`config.mk`:
```
export PLATFORM = sky130hd
export DESIGN_NAME = img_controller
export DESIGN_NICKNAME = d
export VERILOG_FILES = /design/src/common/img_pkg.sv /design/src/capture/pixel_capture.sv /design/src/hw/frame_buffer.sv /design/src/hw/img_controller.sv /design/src/readout/fletcher_checksum.sv /design/src/readout/readout_sequencer.sv
export SDC_FILE = /design/constraint.sdc
export NUM_CORES = 2
export LEC_CHECK = 0
export BUFFER_PORTS_ARGS = -buffer_cell sky130_fd_sc_hd__buf_2
export CAP_MARGIN = 5
export CORE_MARGIN = 2
export CORE_UTILIZATION = 35
export CTS_BUF_LIST = sky130_fd_sc_hd__clkbuf_16
export DETAILED_ROUTE_END_ITERATION = 8
export GPL_ROUTABILITY_DRIVEN = 1
export PLACE_DENSITY = 0.57
export SYNTH_ARGS = -nofsm -noshare
export SYNTH_HDL_FRONTEND = slang
export SYNTH_SLANG_ARGS = --single-unit
export TNS_END_PERCENT = 10
```
`constraint.sdc`:
```
create_clock -name clk -period 5.9 [get_ports clk]
set_input_delay 0.59 -clock clk [delete_from_list [all_inputs] [get_ports clk]]
set_output_delay 0.59 -clock clk [all_outputs]
set_load 0.01 [all_outputs]
```
`src/common/img_pkg.sv`:
```
package img_pkg;

    // ======================================================================
    // Data types
    // ======================================================================

    // One readout or buffer word
    typedef logic [15:0] word_t;

    // One sensor sample
    typedef logic [11:0] pixel_t;

    // ======================================================================
    // Default geometry and framing
    // ======================================================================

    localparam int DEF_IMG_WIDTH    = 16;
    localparam int DEF_IMG_HEIGHT   = 16;

    // Words sent ahead of the pixels
    localparam int DEF_HEADER_WORDS = 4;

    // Zero words sent after the checksum
    localparam int DEF_PAD_WORDS    = 3;

    // Fletcher-32 value split into 16-bit words
    localparam int CHECKSUM_WORDS   = 2;

    // ======================================================================
    // Exposure statistics
    // ======================================================================

    localparam int STAT_WIDTH       = 18;

    // Top pixel bits all ones -> highlight, all zeros -> shadow
    localparam int STAT_TOP_BITS    = 7;

endpackage

```
`src/capture/pixel_capture.sv`:
```
`timescale 1ns/1ps

module pixel_capture #(
    parameter int IMG_WIDTH  = img_pkg::DEF_IMG_WIDTH,
    parameter int IMG_HEIGHT = img_pkg::DEF_IMG_HEIGHT,
    localparam int DEPTH     = IMG_WIDTH * IMG_HEIGHT,
    localparam int ADDR_W    = $clog2(DEPTH),
    localparam int CNT_W     = $clog2(DEPTH + 1)
) (
    input  logic                           clk,
    input  logic                           rst,
    input  logic                           cmd_capture,
    input  logic                           cmd_skip_count,
    input  img_pkg::pixel_t                img_d,
    input  logic                           img_fv,
    input  logic                           img_lv,
    output logic                           wr_en,
    output logic [ADDR_W-1:0]              wr_addr,
    output img_pkg::word_t                 wr_data,
    output logic                           capture_done,
    output logic [CNT_W-1:0]               pixel_count,
    output logic [img_pkg::STAT_WIDTH-1:0] highlight_count,
    output logic [img_pkg::STAT_WIDTH-1:0] shadow_count
);

    typedef enum logic [1:0] {
        ST_IDLE,
        ST_WAIT_START,
        ST_SKIP,
        ST_CAPTURE
    } state_t;

    state_t                            state;
    logic                              fv_q;
    logic                              lv_q;
    logic                              skip_left;
    logic [1:0]                        col;
    logic [1:0]                        row;
    logic                              store;
    logic [img_pkg::STAT_TOP_BITS-1:0] top_bits;

    // Every line-valid cycle of the captured frame stores a pixel until the buffer is full
    assign store    = (state == ST_CAPTURE) && img_lv && (pixel_count < CNT_W'(DEPTH));
    assign top_bits = img_d[$bits(img_pkg::pixel_t)-1 -: img_pkg::STAT_TOP_BITS];

    // ======================================================================
    // Edge detection and 4x4 grid position
    // ======================================================================

    always_ff @(posedge clk) begin
        if (rst) begin
            fv_q <= 1'b0;
            lv_q <= 1'b0;
            col  <= '0;
            row  <= '0;
        end else begin
            fv_q <= img_fv;
            lv_q <= img_lv;
            if (!img_lv) begin
                col <= '0;
            end else begin
                col <= col + 2'd1;
            end
            // Row advances at the end of each line
            if (!img_fv) begin
                row <= '0;
            end else if (lv_q && !img_lv) begin
                row <= row + 2'd1;
            end
        end
    end

    // Low pixel byte goes to the high word byte
    always_ff @(posedge clk) begin
        wr_data <= {img_d[7:0], 4'b0000, img_d[11:8]};
        wr_addr <= pixel_count[ADDR_W-1:0];
    end

    // ======================================================================
    // Capture FSM and statistics
    // ======================================================================

    always_ff @(posedge clk) begin
        if (rst) begin
            state           <= ST_IDLE;
            skip_left       <= 1'b0;
            wr_en           <= 1'b0;
            capture_done    <= 1'b0;
            pixel_count     <= '0;
            highlight_count <= '0;
            shadow_count    <= '0;
        end else begin
            wr_en        <= store;
            capture_done <= 1'b0;

            if (store) begin
                pixel_count <= pixel_count + 1'b1;
                if (col == 2'd0 && row == 2'd0) begin
                    if (&top_bits) begin
                        highlight_count <= highlight_count + 1'b1;
                    end else if (~|top_bits) begin
                        shadow_count <= shadow_count + 1'b1;
                    end
                end
            end

            case (state)
                ST_IDLE: begin
                    if (cmd_capture) begin
                        pixel_count     <= '0;
                        highlight_count <= '0;
                        shadow_count    <= '0;
                        skip_left       <= cmd_skip_count;
                        state           <= ST_WAIT_START;
                    end
                end
                ST_WAIT_START: begin
                    if (img_fv && !fv_q) begin
                        state <= ST_SKIP;
                    end
                end
                // Each skipped frame uses up one frame start
                ST_SKIP: begin
                    skip_left <= 1'b0;
                    state     <= skip_left ? ST_WAIT_START : ST_CAPTURE;
                end
                ST_CAPTURE: begin
                    if (!img_fv) begin
                        capture_done <= 1'b1;
                        state        <= ST_IDLE;
                    end
                end
                default: state <= ST_IDLE;
            endcase
        end
    end

endmodule

```
`src/hw/frame_buffer.sv`:
```
`timescale 1ns/1ps

module frame_buffer #(
    parameter int DEPTH   = img_pkg::DEF_IMG_WIDTH * img_pkg::DEF_IMG_HEIGHT,
    localparam int ADDR_W = $clog2(DEPTH)
) (
    input  logic              clk,
    input  logic              wr_en,
    input  logic [ADDR_W-1:0] wr_addr,
    input  img_pkg::word_t    wr_data,
    input  logic              rd_en,
    input  logic [ADDR_W-1:0] rd_addr,
    output img_pkg::word_t    rd_data
);

    img_pkg::word_t mem [DEPTH];

    // Write port, fed by capture
    always_ff @(posedge clk) begin
        if (wr_en) begin
            mem[wr_addr] <= wr_data;
        end
    end

    // Read data comes back one cycle after rd_en
    always_ff @(posedge clk) begin
        if (rd_en) begin
            rd_data <= mem[rd_addr];
        end
    end

endmodule

```
`src/hw/img_controller.sv`:
```
`timescale 1ns/1ps

module img_controller #(
    parameter int IMG_WIDTH    = img_pkg::DEF_IMG_WIDTH,
    parameter int IMG_HEIGHT   = img_pkg::DEF_IMG_HEIGHT,
    parameter int HEADER_WORDS = img_pkg::DEF_HEADER_WORDS,
    parameter int PAD_WORDS    = img_pkg::DEF_PAD_WORDS,
    localparam int DEPTH       = IMG_WIDTH * IMG_HEIGHT,
    localparam int ADDR_W      = $clog2(DEPTH),
    localparam int CNT_W       = $clog2(DEPTH + 1)
) (
    input  logic                           clk,
    input  logic                           rst,
    // Commands
    input  logic                           cmd_capture,
    input  logic                           cmd_readout,
    input  logic                           cmd_skip_count,
    input  logic                           cmd_thumb,
    input  logic [HEADER_WORDS*16-1:0]     cmd_header,
    // Sensor
    input  img_pkg::pixel_t                img_d,
    input  logic                           img_fv,
    input  logic                           img_lv,
    // Readout stream
    output img_pkg::word_t                 readout_data,
    output logic                           readout_valid,
    input  logic                           readout_ready,
    output logic                           readout_done,
    // Capture status
    output logic                           capture_done,
    output logic [CNT_W-1:0]               pixel_count,
    output logic [img_pkg::STAT_WIDTH-1:0] highlight_count,
    output logic [img_pkg::STAT_WIDTH-1:0] shadow_count
);

    logic              wr_en;
    logic [ADDR_W-1:0] wr_addr;
    img_pkg::word_t    wr_data;
    logic              rd_en;
    logic [ADDR_W-1:0] rd_addr;
    img_pkg::word_t    rd_data;

    // ======================================================================
    // Capture into the frame buffer
    // ======================================================================

    pixel_capture #(
        .IMG_WIDTH  (IMG_WIDTH),
        .IMG_HEIGHT (IMG_HEIGHT)
    ) u_capture (
        .clk             (clk),
        .rst             (rst),
        .cmd_capture     (cmd_capture),
        .cmd_skip_count  (cmd_skip_count),
        .img_d           (img_d),
        .img_fv          (img_fv),
        .img_lv          (img_lv),
        .wr_en           (wr_en),
        .wr_addr         (wr_addr),
        .wr_data         (wr_data),
        .capture_done    (capture_done),
        .pixel_count     (pixel_count),
        .highlight_count (highlight_count),
        .shadow_count    (shadow_count)
    );

    frame_buffer #(
        .DEPTH (DEPTH)
    ) u_buffer (
        .clk     (clk),
        .wr_en   (wr_en),
        .wr_addr (wr_addr),
        .wr_data (wr_data),
        .rd_en   (rd_en),
        .rd_addr (rd_addr),
        .rd_data (rd_data)
    );

    // ======================================================================
    // Readout from the frame buffer
    // ======================================================================

    readout_sequencer #(
        .IMG_WIDTH    (IMG_WIDTH),
        .IMG_HEIGHT   (IMG_HEIGHT),
        .HEADER_WORDS (HEADER_WORDS),
        .PAD_WORDS    (PAD_WORDS)
    ) u_readout (
        .clk           (clk),
        .rst           (rst),
        .cmd_readout   (cmd_readout),
        .cmd_thumb     (cmd_thumb),
        .cmd_header    (cmd_header),
        .rd_en         (rd_en),
        .rd_addr       (rd_addr),
        .rd_data       (rd_data),
        .readout_data  (readout_data),
        .readout_valid (readout_valid),
        .readout_ready (readout_ready),
        .readout_done  (readout_done)
    );

endmodule

```
`src/readout/fletcher_checksum.sv`:
```
`timescale 1ns/1ps

module fletcher_checksum (
    input  logic           clk,
    input  logic           rst,
    input  logic           sum_clear,
    input  logic           sum_en,
    input  img_pkg::word_t sum_word,
    output logic [31:0]    sum_value
);

    logic [15:0] sum1;
    logic [15:0] sum2;
    logic [15:0] sum1_next;

    // Addition modulo 65535
    function automatic logic [15:0] mod_add(input logic [15:0] a, input logic [15:0] b);
        logic [16:0] s;
        s = {1'b0, a} + {1'b0, b};
        if (s >= 17'd65535) begin
            s = s - 17'd65535;
        end
        return s[15:0];
    endfunction

    // Words enter little endian
    assign sum1_next = mod_add(sum1, {sum_word[7:0], sum_word[15:8]});
    assign sum_value = {sum2, sum1};

    always_ff @(posedge clk) begin
        if (rst || sum_clear) begin
            sum1 <= '0;
            sum2 <= '0;
        end else if (sum_en) begin
            sum1 <= sum1_next;
            sum2 <= mod_add(sum2, sum1_next);
        end
    end

endmodule

```
`src/readout/readout_sequencer.sv`:
```
`timescale 1ns/1ps

module readout_sequencer #(
    parameter int IMG_WIDTH    = img_pkg::DEF_IMG_WIDTH,
    parameter int IMG_HEIGHT   = img_pkg::DEF_IMG_HEIGHT,
    parameter int HEADER_WORDS = img_pkg::DEF_HEADER_WORDS,
    parameter int PAD_WORDS    = img_pkg::DEF_PAD_WORDS,
    localparam int DEPTH       = IMG_WIDTH * IMG_HEIGHT,
    localparam int ADDR_W      = $clog2(DEPTH),
    localparam int HDR_W       = HEADER_WORDS * 16
) (
    input  logic              clk,
    input  logic              rst,
    input  logic              cmd_readout,
    input  logic              cmd_thumb,
    input  logic [HDR_W-1:0]  cmd_header,
    output logic              rd_en,
    output logic [ADDR_W-1:0] rd_addr,
    input  img_pkg::word_t    rd_data,
    output img_pkg::word_t    readout_data,
    output logic              readout_valid,
    input  logic              readout_ready,
    output logic              readout_done
);

    localparam int TAIL_WORDS = img_pkg::CHECKSUM_WORDS + PAD_WORDS;
    localparam int MAX_WORDS  = (HEADER_WORDS > TAIL_WORDS) ? HEADER_WORDS : TAIL_WORDS;
    localparam int CNT_W      = $clog2(MAX_WORDS + 1);
    localparam int X_W        = ($clog2(IMG_WIDTH) < 3) ? 3 : $clog2(IMG_WIDTH);
    localparam int Y_W        = ($clog2(IMG_HEIGHT) < 3) ? 3 : $clog2(IMG_HEIGHT);

    typedef enum logic [2:0] {
        ST_IDLE,
        ST_HEADER,
        ST_PIXELS,
        ST_SUM_WAIT,
        ST_TAIL,
        ST_DRAIN
    } state_t;

    state_t                                state;
    logic [HDR_W-1:0]                      hdr_shift;
    logic [img_pkg::CHECKSUM_WORDS*16-1:0] tail_shift;
    logic [CNT_W-1:0]                      cnt;
    logic                                  thumb_q;
    logic [X_W-1:0]                        x;
    logic [Y_W-1:0]                        y;
    logic                                  rd_pend;
    logic                                  data_sum;
    logic                                  load;
    logic                                  xfer;
    logic                                  keep;
    logic                                  step;
    logic                                  sum_clear;
    logic                                  sum_en;
    logic [31:0]                           sum_value;

    // Output register is free when empty or drained this cycle
    assign load = !readout_valid || readout_ready;
    assign xfer = readout_valid && readout_ready;

    // Thumbnail keeps the upper-left 2x2 of every 8x8 block
    assign keep = !thumb_q || (x[2:1] == 2'b00 && y[2:1] == 2'b00);

    // Dropped pixels advance at once, kept ones wait for a free register
    assign step  = (state == ST_PIXELS) && !rd_pend && (!keep || load);
    assign rd_en = step && keep;

    assign sum_clear = (state == ST_IDLE) && cmd_readout;
    assign sum_en    = xfer && data_sum;

    fletcher_checksum u_checksum (
        .clk       (clk),
        .rst       (rst),
        .sum_clear (sum_clear),
        .sum_en    (sum_en),
        .sum_word  (readout_data),
        .sum_value (sum_value)
    );

    // ======================================================================
    // Readout FSM
    // ======================================================================

    always_ff @(posedge clk) begin
        if (rst) begin
            state         <= ST_IDLE;
            readout_valid <= 1'b0;
            readout_done  <= 1'b0;
            rd_pend       <= 1'b0;
            data_sum      <= 1'b0;
        end else begin
            readout_done <= 1'b0;
            rd_pend      <= rd_en;
            if (xfer) begin
                readout_valid <= 1'b0;
            end

            // Pixel lands in the register that was free when its read issued
            if (rd_pend) begin
                readout_data  <= rd_data;
                readout_valid <= 1'b1;
                data_sum      <= 1'b1;
            end

            case (state)
                ST_IDLE: begin
                    if (cmd_readout) begin
                        hdr_shift <= cmd_header;
                        thumb_q   <= cmd_thumb;
                        cnt       <= CNT_W'(HEADER_WORDS);
                        rd_addr   <= '0;
                        x         <= '0;
                        y         <= '0;
                        state     <= ST_HEADER;
                    end
                end
                ST_HEADER: begin
                    if (load) begin
                        readout_data  <= hdr_shift[HDR_W-1 -: 16];
                        readout_valid <= 1'b1;
                        data_sum      <= 1'b1;
                        hdr_shift     <= hdr_shift << 16;
                        cnt           <= cnt - 1'b1;
                        if (cnt == CNT_W'(1)) begin
                            state <= ST_PIXELS;
                        end
                    end
                end
                ST_PIXELS: begin
                    if (step) begin
                        rd_addr <= rd_addr + 1'b1;
                        if (x == X_W'(IMG_WIDTH - 1)) begin
                            x <= '0;
                            y <= y + 1'b1;
                        end else begin
                            x <= x + 1'b1;
                        end
                        if (rd_addr == ADDR_W'(DEPTH - 1)) begin
                            state <= ST_SUM_WAIT;
                        end
                    end
                end
                // Sum is final once the last summed word has gone out
                ST_SUM_WAIT: begin
                    if (!rd_pend && !(readout_valid && data_sum)) begin
                        tail_shift <= {sum_value[7:0], sum_value[15:8],
                                       sum_value[23:16], sum_value[31:24]};
                        cnt        <= CNT_W'(TAIL_WORDS);
                        state      <= ST_TAIL;
                    end
                end
                // Checksum words, then zeros shifted in as padding
                ST_TAIL: begin
                    if (load) begin
                        readout_data  <= tail_shift[$bits(tail_shift)-1 -: 16];
                        readout_valid <= 1'b1;
                        data_sum      <= 1'b0;
                        tail_shift    <= tail_shift << 16;
                        cnt           <= cnt - 1'b1;
                        if (cnt == CNT_W'(1)) begin
                            state <= ST_DRAIN;
                        end
                    end
                end
                ST_DRAIN: begin
                    if (xfer) begin
                        readout_done <= 1'b1;
                        state        <= ST_IDLE;
                    end
                end
                default: state <= ST_IDLE;
            endcase
        end
    end

endmodule
```
==> results.md <==
* Core outline area at 374700 µm²
* Worst skew pair latency at 0.92 ns
* Crit path DAT at 6.57 ns
* VDD IR max at 0.2825 mV
* Async set or reset register ratio after synthesis at 0%
* Post-Syn Area per Cell at 20.74 µm²
* Placed cell count at around 11000
* Tcrit/Tclk final at a little over nine tenths
* Hold WC Path Type: in2reg
* Non-filler cells, final at about 12000
* Worst rel slew slack at 10.52%
* Syn Inst Count at between 6000 and 7000
* Post-Route WL at 339.3 mm
* Routed len/inst at 27.94 µm
* Root Driver: clkbuf_16
* Worst setup margin at roughly 0.17 ns
* Area grow syn2layout at 15.32%
* Min Hold Slack at ~0.12 ns
* Leakage dissipation at about 0.048 µW
* Post-synthesis cell type count at 83
* TritonCTS buffer count at about 340
* Area contributors post-synth: edfxtp_1 73%, mux4_2 15%, dfxtp_1 1.8%
* Final Hold Viols at 0
* Mapped cell area at about 130000 µm²
* First-pass GRT wire length at about 500 mm
* Critical Path Source Type: flip-flop
* Initial DRT Pass Iterations at 6
* Post-place setup slack at -0.05638 ns
* Synthesized flop and latch total at 3330
* Sequential share of the synthesized area at between 70% and 80%
* Placer congestion estimate at 0.8297
* Die ar. at 380400 µm²
* Max-slew violation count at 0
* Largest net degree at the start of global routing at ~210
* Vias in the first global route at between 60000 and 70000
* Initial Util at a little over a third
* Grt ovf at 0
* Max H-tree Level at 5
* Max Cap Violations at 0
* Tot GR Track Use at 17.44%
* Post-Syn Nets at roughly 6500
* Dominant cell type by area after synthesis: edfxtp_1
* Ports at about 150
* Layout Nets at between 7000 and 8000
* Synth warn at 0
* Die width at around 620 µm
* Fin crit period at 5.729 ns
* DR iter-0 viols at slightly below 7000
* Nature of the critical path endpoint: flip-flop
* Peak Freq at about 0.17 GHz
* Top cell type's share of synthesized area at between 70% and 80%
* Std cell rows at 225
* Final setup viols at 0
* Die height at roughly 600 µm
* Dpl hpwl at about 200 mm
* Post-synth EDFFs at roughly 3200
* CTS Sinks at 3330
* Pwr/cell area at about 370 nW/µm²
* Critical Path Fanout Max at 3
* CP required at about 6.7 ns
* DR vias at approximately 66000
* Status: finished clean
* CTS tree: built
* Longest Clk Path Bufs at 4
* # port buffers at around 150
* Share of layout cells above drive strength 1 at 28.16%
* CP max stage delay at roughly 0.52 ns
* Final worst clock skew at slightly below 0.05 ns
* Initial antenna violation count at 18
* Critical path class: reg2reg
* Top FF cell, synth: edfxtp_1
* Residual DRC at 0
* Antenna Violating Nets Remaining at 0
* Avg Vias per Cell at approximately 5.4
* CP max-delay cell: fa_1
* Clock slew at reported path FFs at ~0.06 ns
* Worst-Margin Slew at 1.342 ns
==> area by class of cell <==
type                       count  area (µm²)
multi-input combinational   2615       31240
fill                       32780      223200
tap                         4994        6248
clock buffer                 349        8733
timing repair buffer         553        4446
antenna                        4       10.01
clock inverter               267        1838
sequential                  3330       98890
inverter                      31       123.9
==> worst paths after layout <==
path / start / end / slack (ns) / cells past startpoint
max: u_readout.u_checksum.sum1[0] / u_readout.u_checksum.sum2[15] / 0.17 / 25
max reg2reg: u_readout.u_checksum.sum1[0] / u_readout.u_checksum.sum2[15] / 0.17 / 25
min: cmd_capture / u_capture.state[0] / 0.12 / 5
min reg2reg: u_capture.pixel_count[7] / u_capture.wr_addr[7] / 0.43 / 0
==> worst max-delay path: cells and delay by family, from the launching register on <==
kind,cells,cell delay [ns]
adders and majority gates,5,1.54
muxes,2,0.60
buffers and inverters,4,0.32
AOI/OAI and AO/OA,5,1.10
DFF,1,0.35
and+or+nand+nor,8,1.57
xor gates and xnor gates,1,0.16
==> synthesized netlist by cell type, types with 31 or more instances <==
| library cell | count |
|---|---|
| edfxtp_1 | 3215 |
| mux4_2 | 848 |
| nor2_1 | 372 |
| mux2i_1 | 228 |
| clkbuf_1 | 195 |
| nand2_1 | 130 |
| a21oi_1 | 126 |
| o21ai_0 | 117 |
| dfxtp_1 | 115 |
| o221ai_1 | 100 |
| buf_2 | 86 |
| o22ai_1 | 70 |
| nand3_1 | 67 |
| mux2_2 | 63 |
| ha_1 | 45 |
| nor2b_1 | 42 |
| xor2_1 | 42 |
| buf_1 | 37 |
| nand4_1 | 31 |
==> per-stage QoR <==
step / power, µW / area [µm²] / util (%) / setup TNS, ns
floorplan: 33230 / 131400 / - / 0
global placement: 36600 / 139900 / 37.33 / -0.07190
detailed placement: 36680 / 139900 / 37.33 / -0.1208
CTS: 57240 / 151300 / 40.37 / 0
global route: 58680 / 151500 / 40.44 / -0.5172
finish: 56820 / 151500 / 40.44 / 0
==> what timing repair did <==
item / CTS / global route
endpoints found under the hold margin: 85 / 0
pin swaps: 0 / 10
resized for setup: 3 / 42
endpoints found under the setup margin: 8 / 16
hold buffers: 81 / 0
buffers inserted: 0 / 6
gates cloned: 0 / 0
==> state kept, by name (all words and copies together), names as in the netlist, 4 cells and up <==
signal                     flops
u_buffer.mem                3072
u_readout.hdr_shift           64
u_readout.tail_shift          32
u_capture.highlight_count     18
u_capture.shadow_count        18
u_readout.readout_data        16
u_readout.u_checksum.sum1     16
u_readout.u_checksum.sum2     16
u_buffer.rd_data              12
u_capture.wr_data             12
u_capture.pixel_count          9
u_capture.wr_addr              8
u_readout.rd_addr              8
u_readout.x                    4
==> cells by family (layout without fill, tap and decap cells) <==
| family | Yosys count | after routing | share of synthesized area, % |
|---|---|---|---|
| AOI/OAI and AO/OA | 556 | 556 | 2.828 |
| buffers and inverters | 390 | 1200 | 1.355 |
| muxes | 1140 | 1140 | 16.82 |
| and+or+nand+nor | 800 | 800 | 2.837 |
| xor gates and xnor gates | 72 | 72 | 0.4799 |
| DFF | 3330 | 3330 | 75.22 |
| adders and majority gates | 47 | 47 | 0.4590 |
| other | 0 | 4 | 0 |
==> cell usage in the layout, fill, tap and decap left out, types with 20 or more instances in the layout <==
cell type and count:
and3_1 22, a21oi_1 122, buf_2 148, inv_1 113, xnor2_1 27, nor2_2 62, nand3_1 57, buf_4 286
edfxtp_1 3215, dlygate4sd3_1 81, mux2_2 63, o22ai_1 70, nand4_1 31, nor2_1 309, clkinv_2 62, nand2_1 129
dfxtp_1 103, o221ai_1 100, o21ai_0 108, nor3_1 20, mux2i_1 228, clkinv_1 71, buf_12 36, ha_1 44
clkbuf_16 349, xor2_1 41, and2_1 29, nor2b_1 41, mux4_2 848
==> report_power, final <==
group	leakage (µW)	switching, µW	internal, µW
registers	0.0299	258	26400
clock network	0.00552	8990	11600
logic	0.0125	5630	4020
==> layer usage <==
layer  vias to the layer above  track usage [%]  share of wire, %
met5                         -                0            0.0018
met4                         2            4.596               2.7
met3                       486            2.771               6.6
met2                      2340            28.97                49
met1                     35270            23.91                42
li1                      27530                -                 -
(Power assumes the default switching activity.)
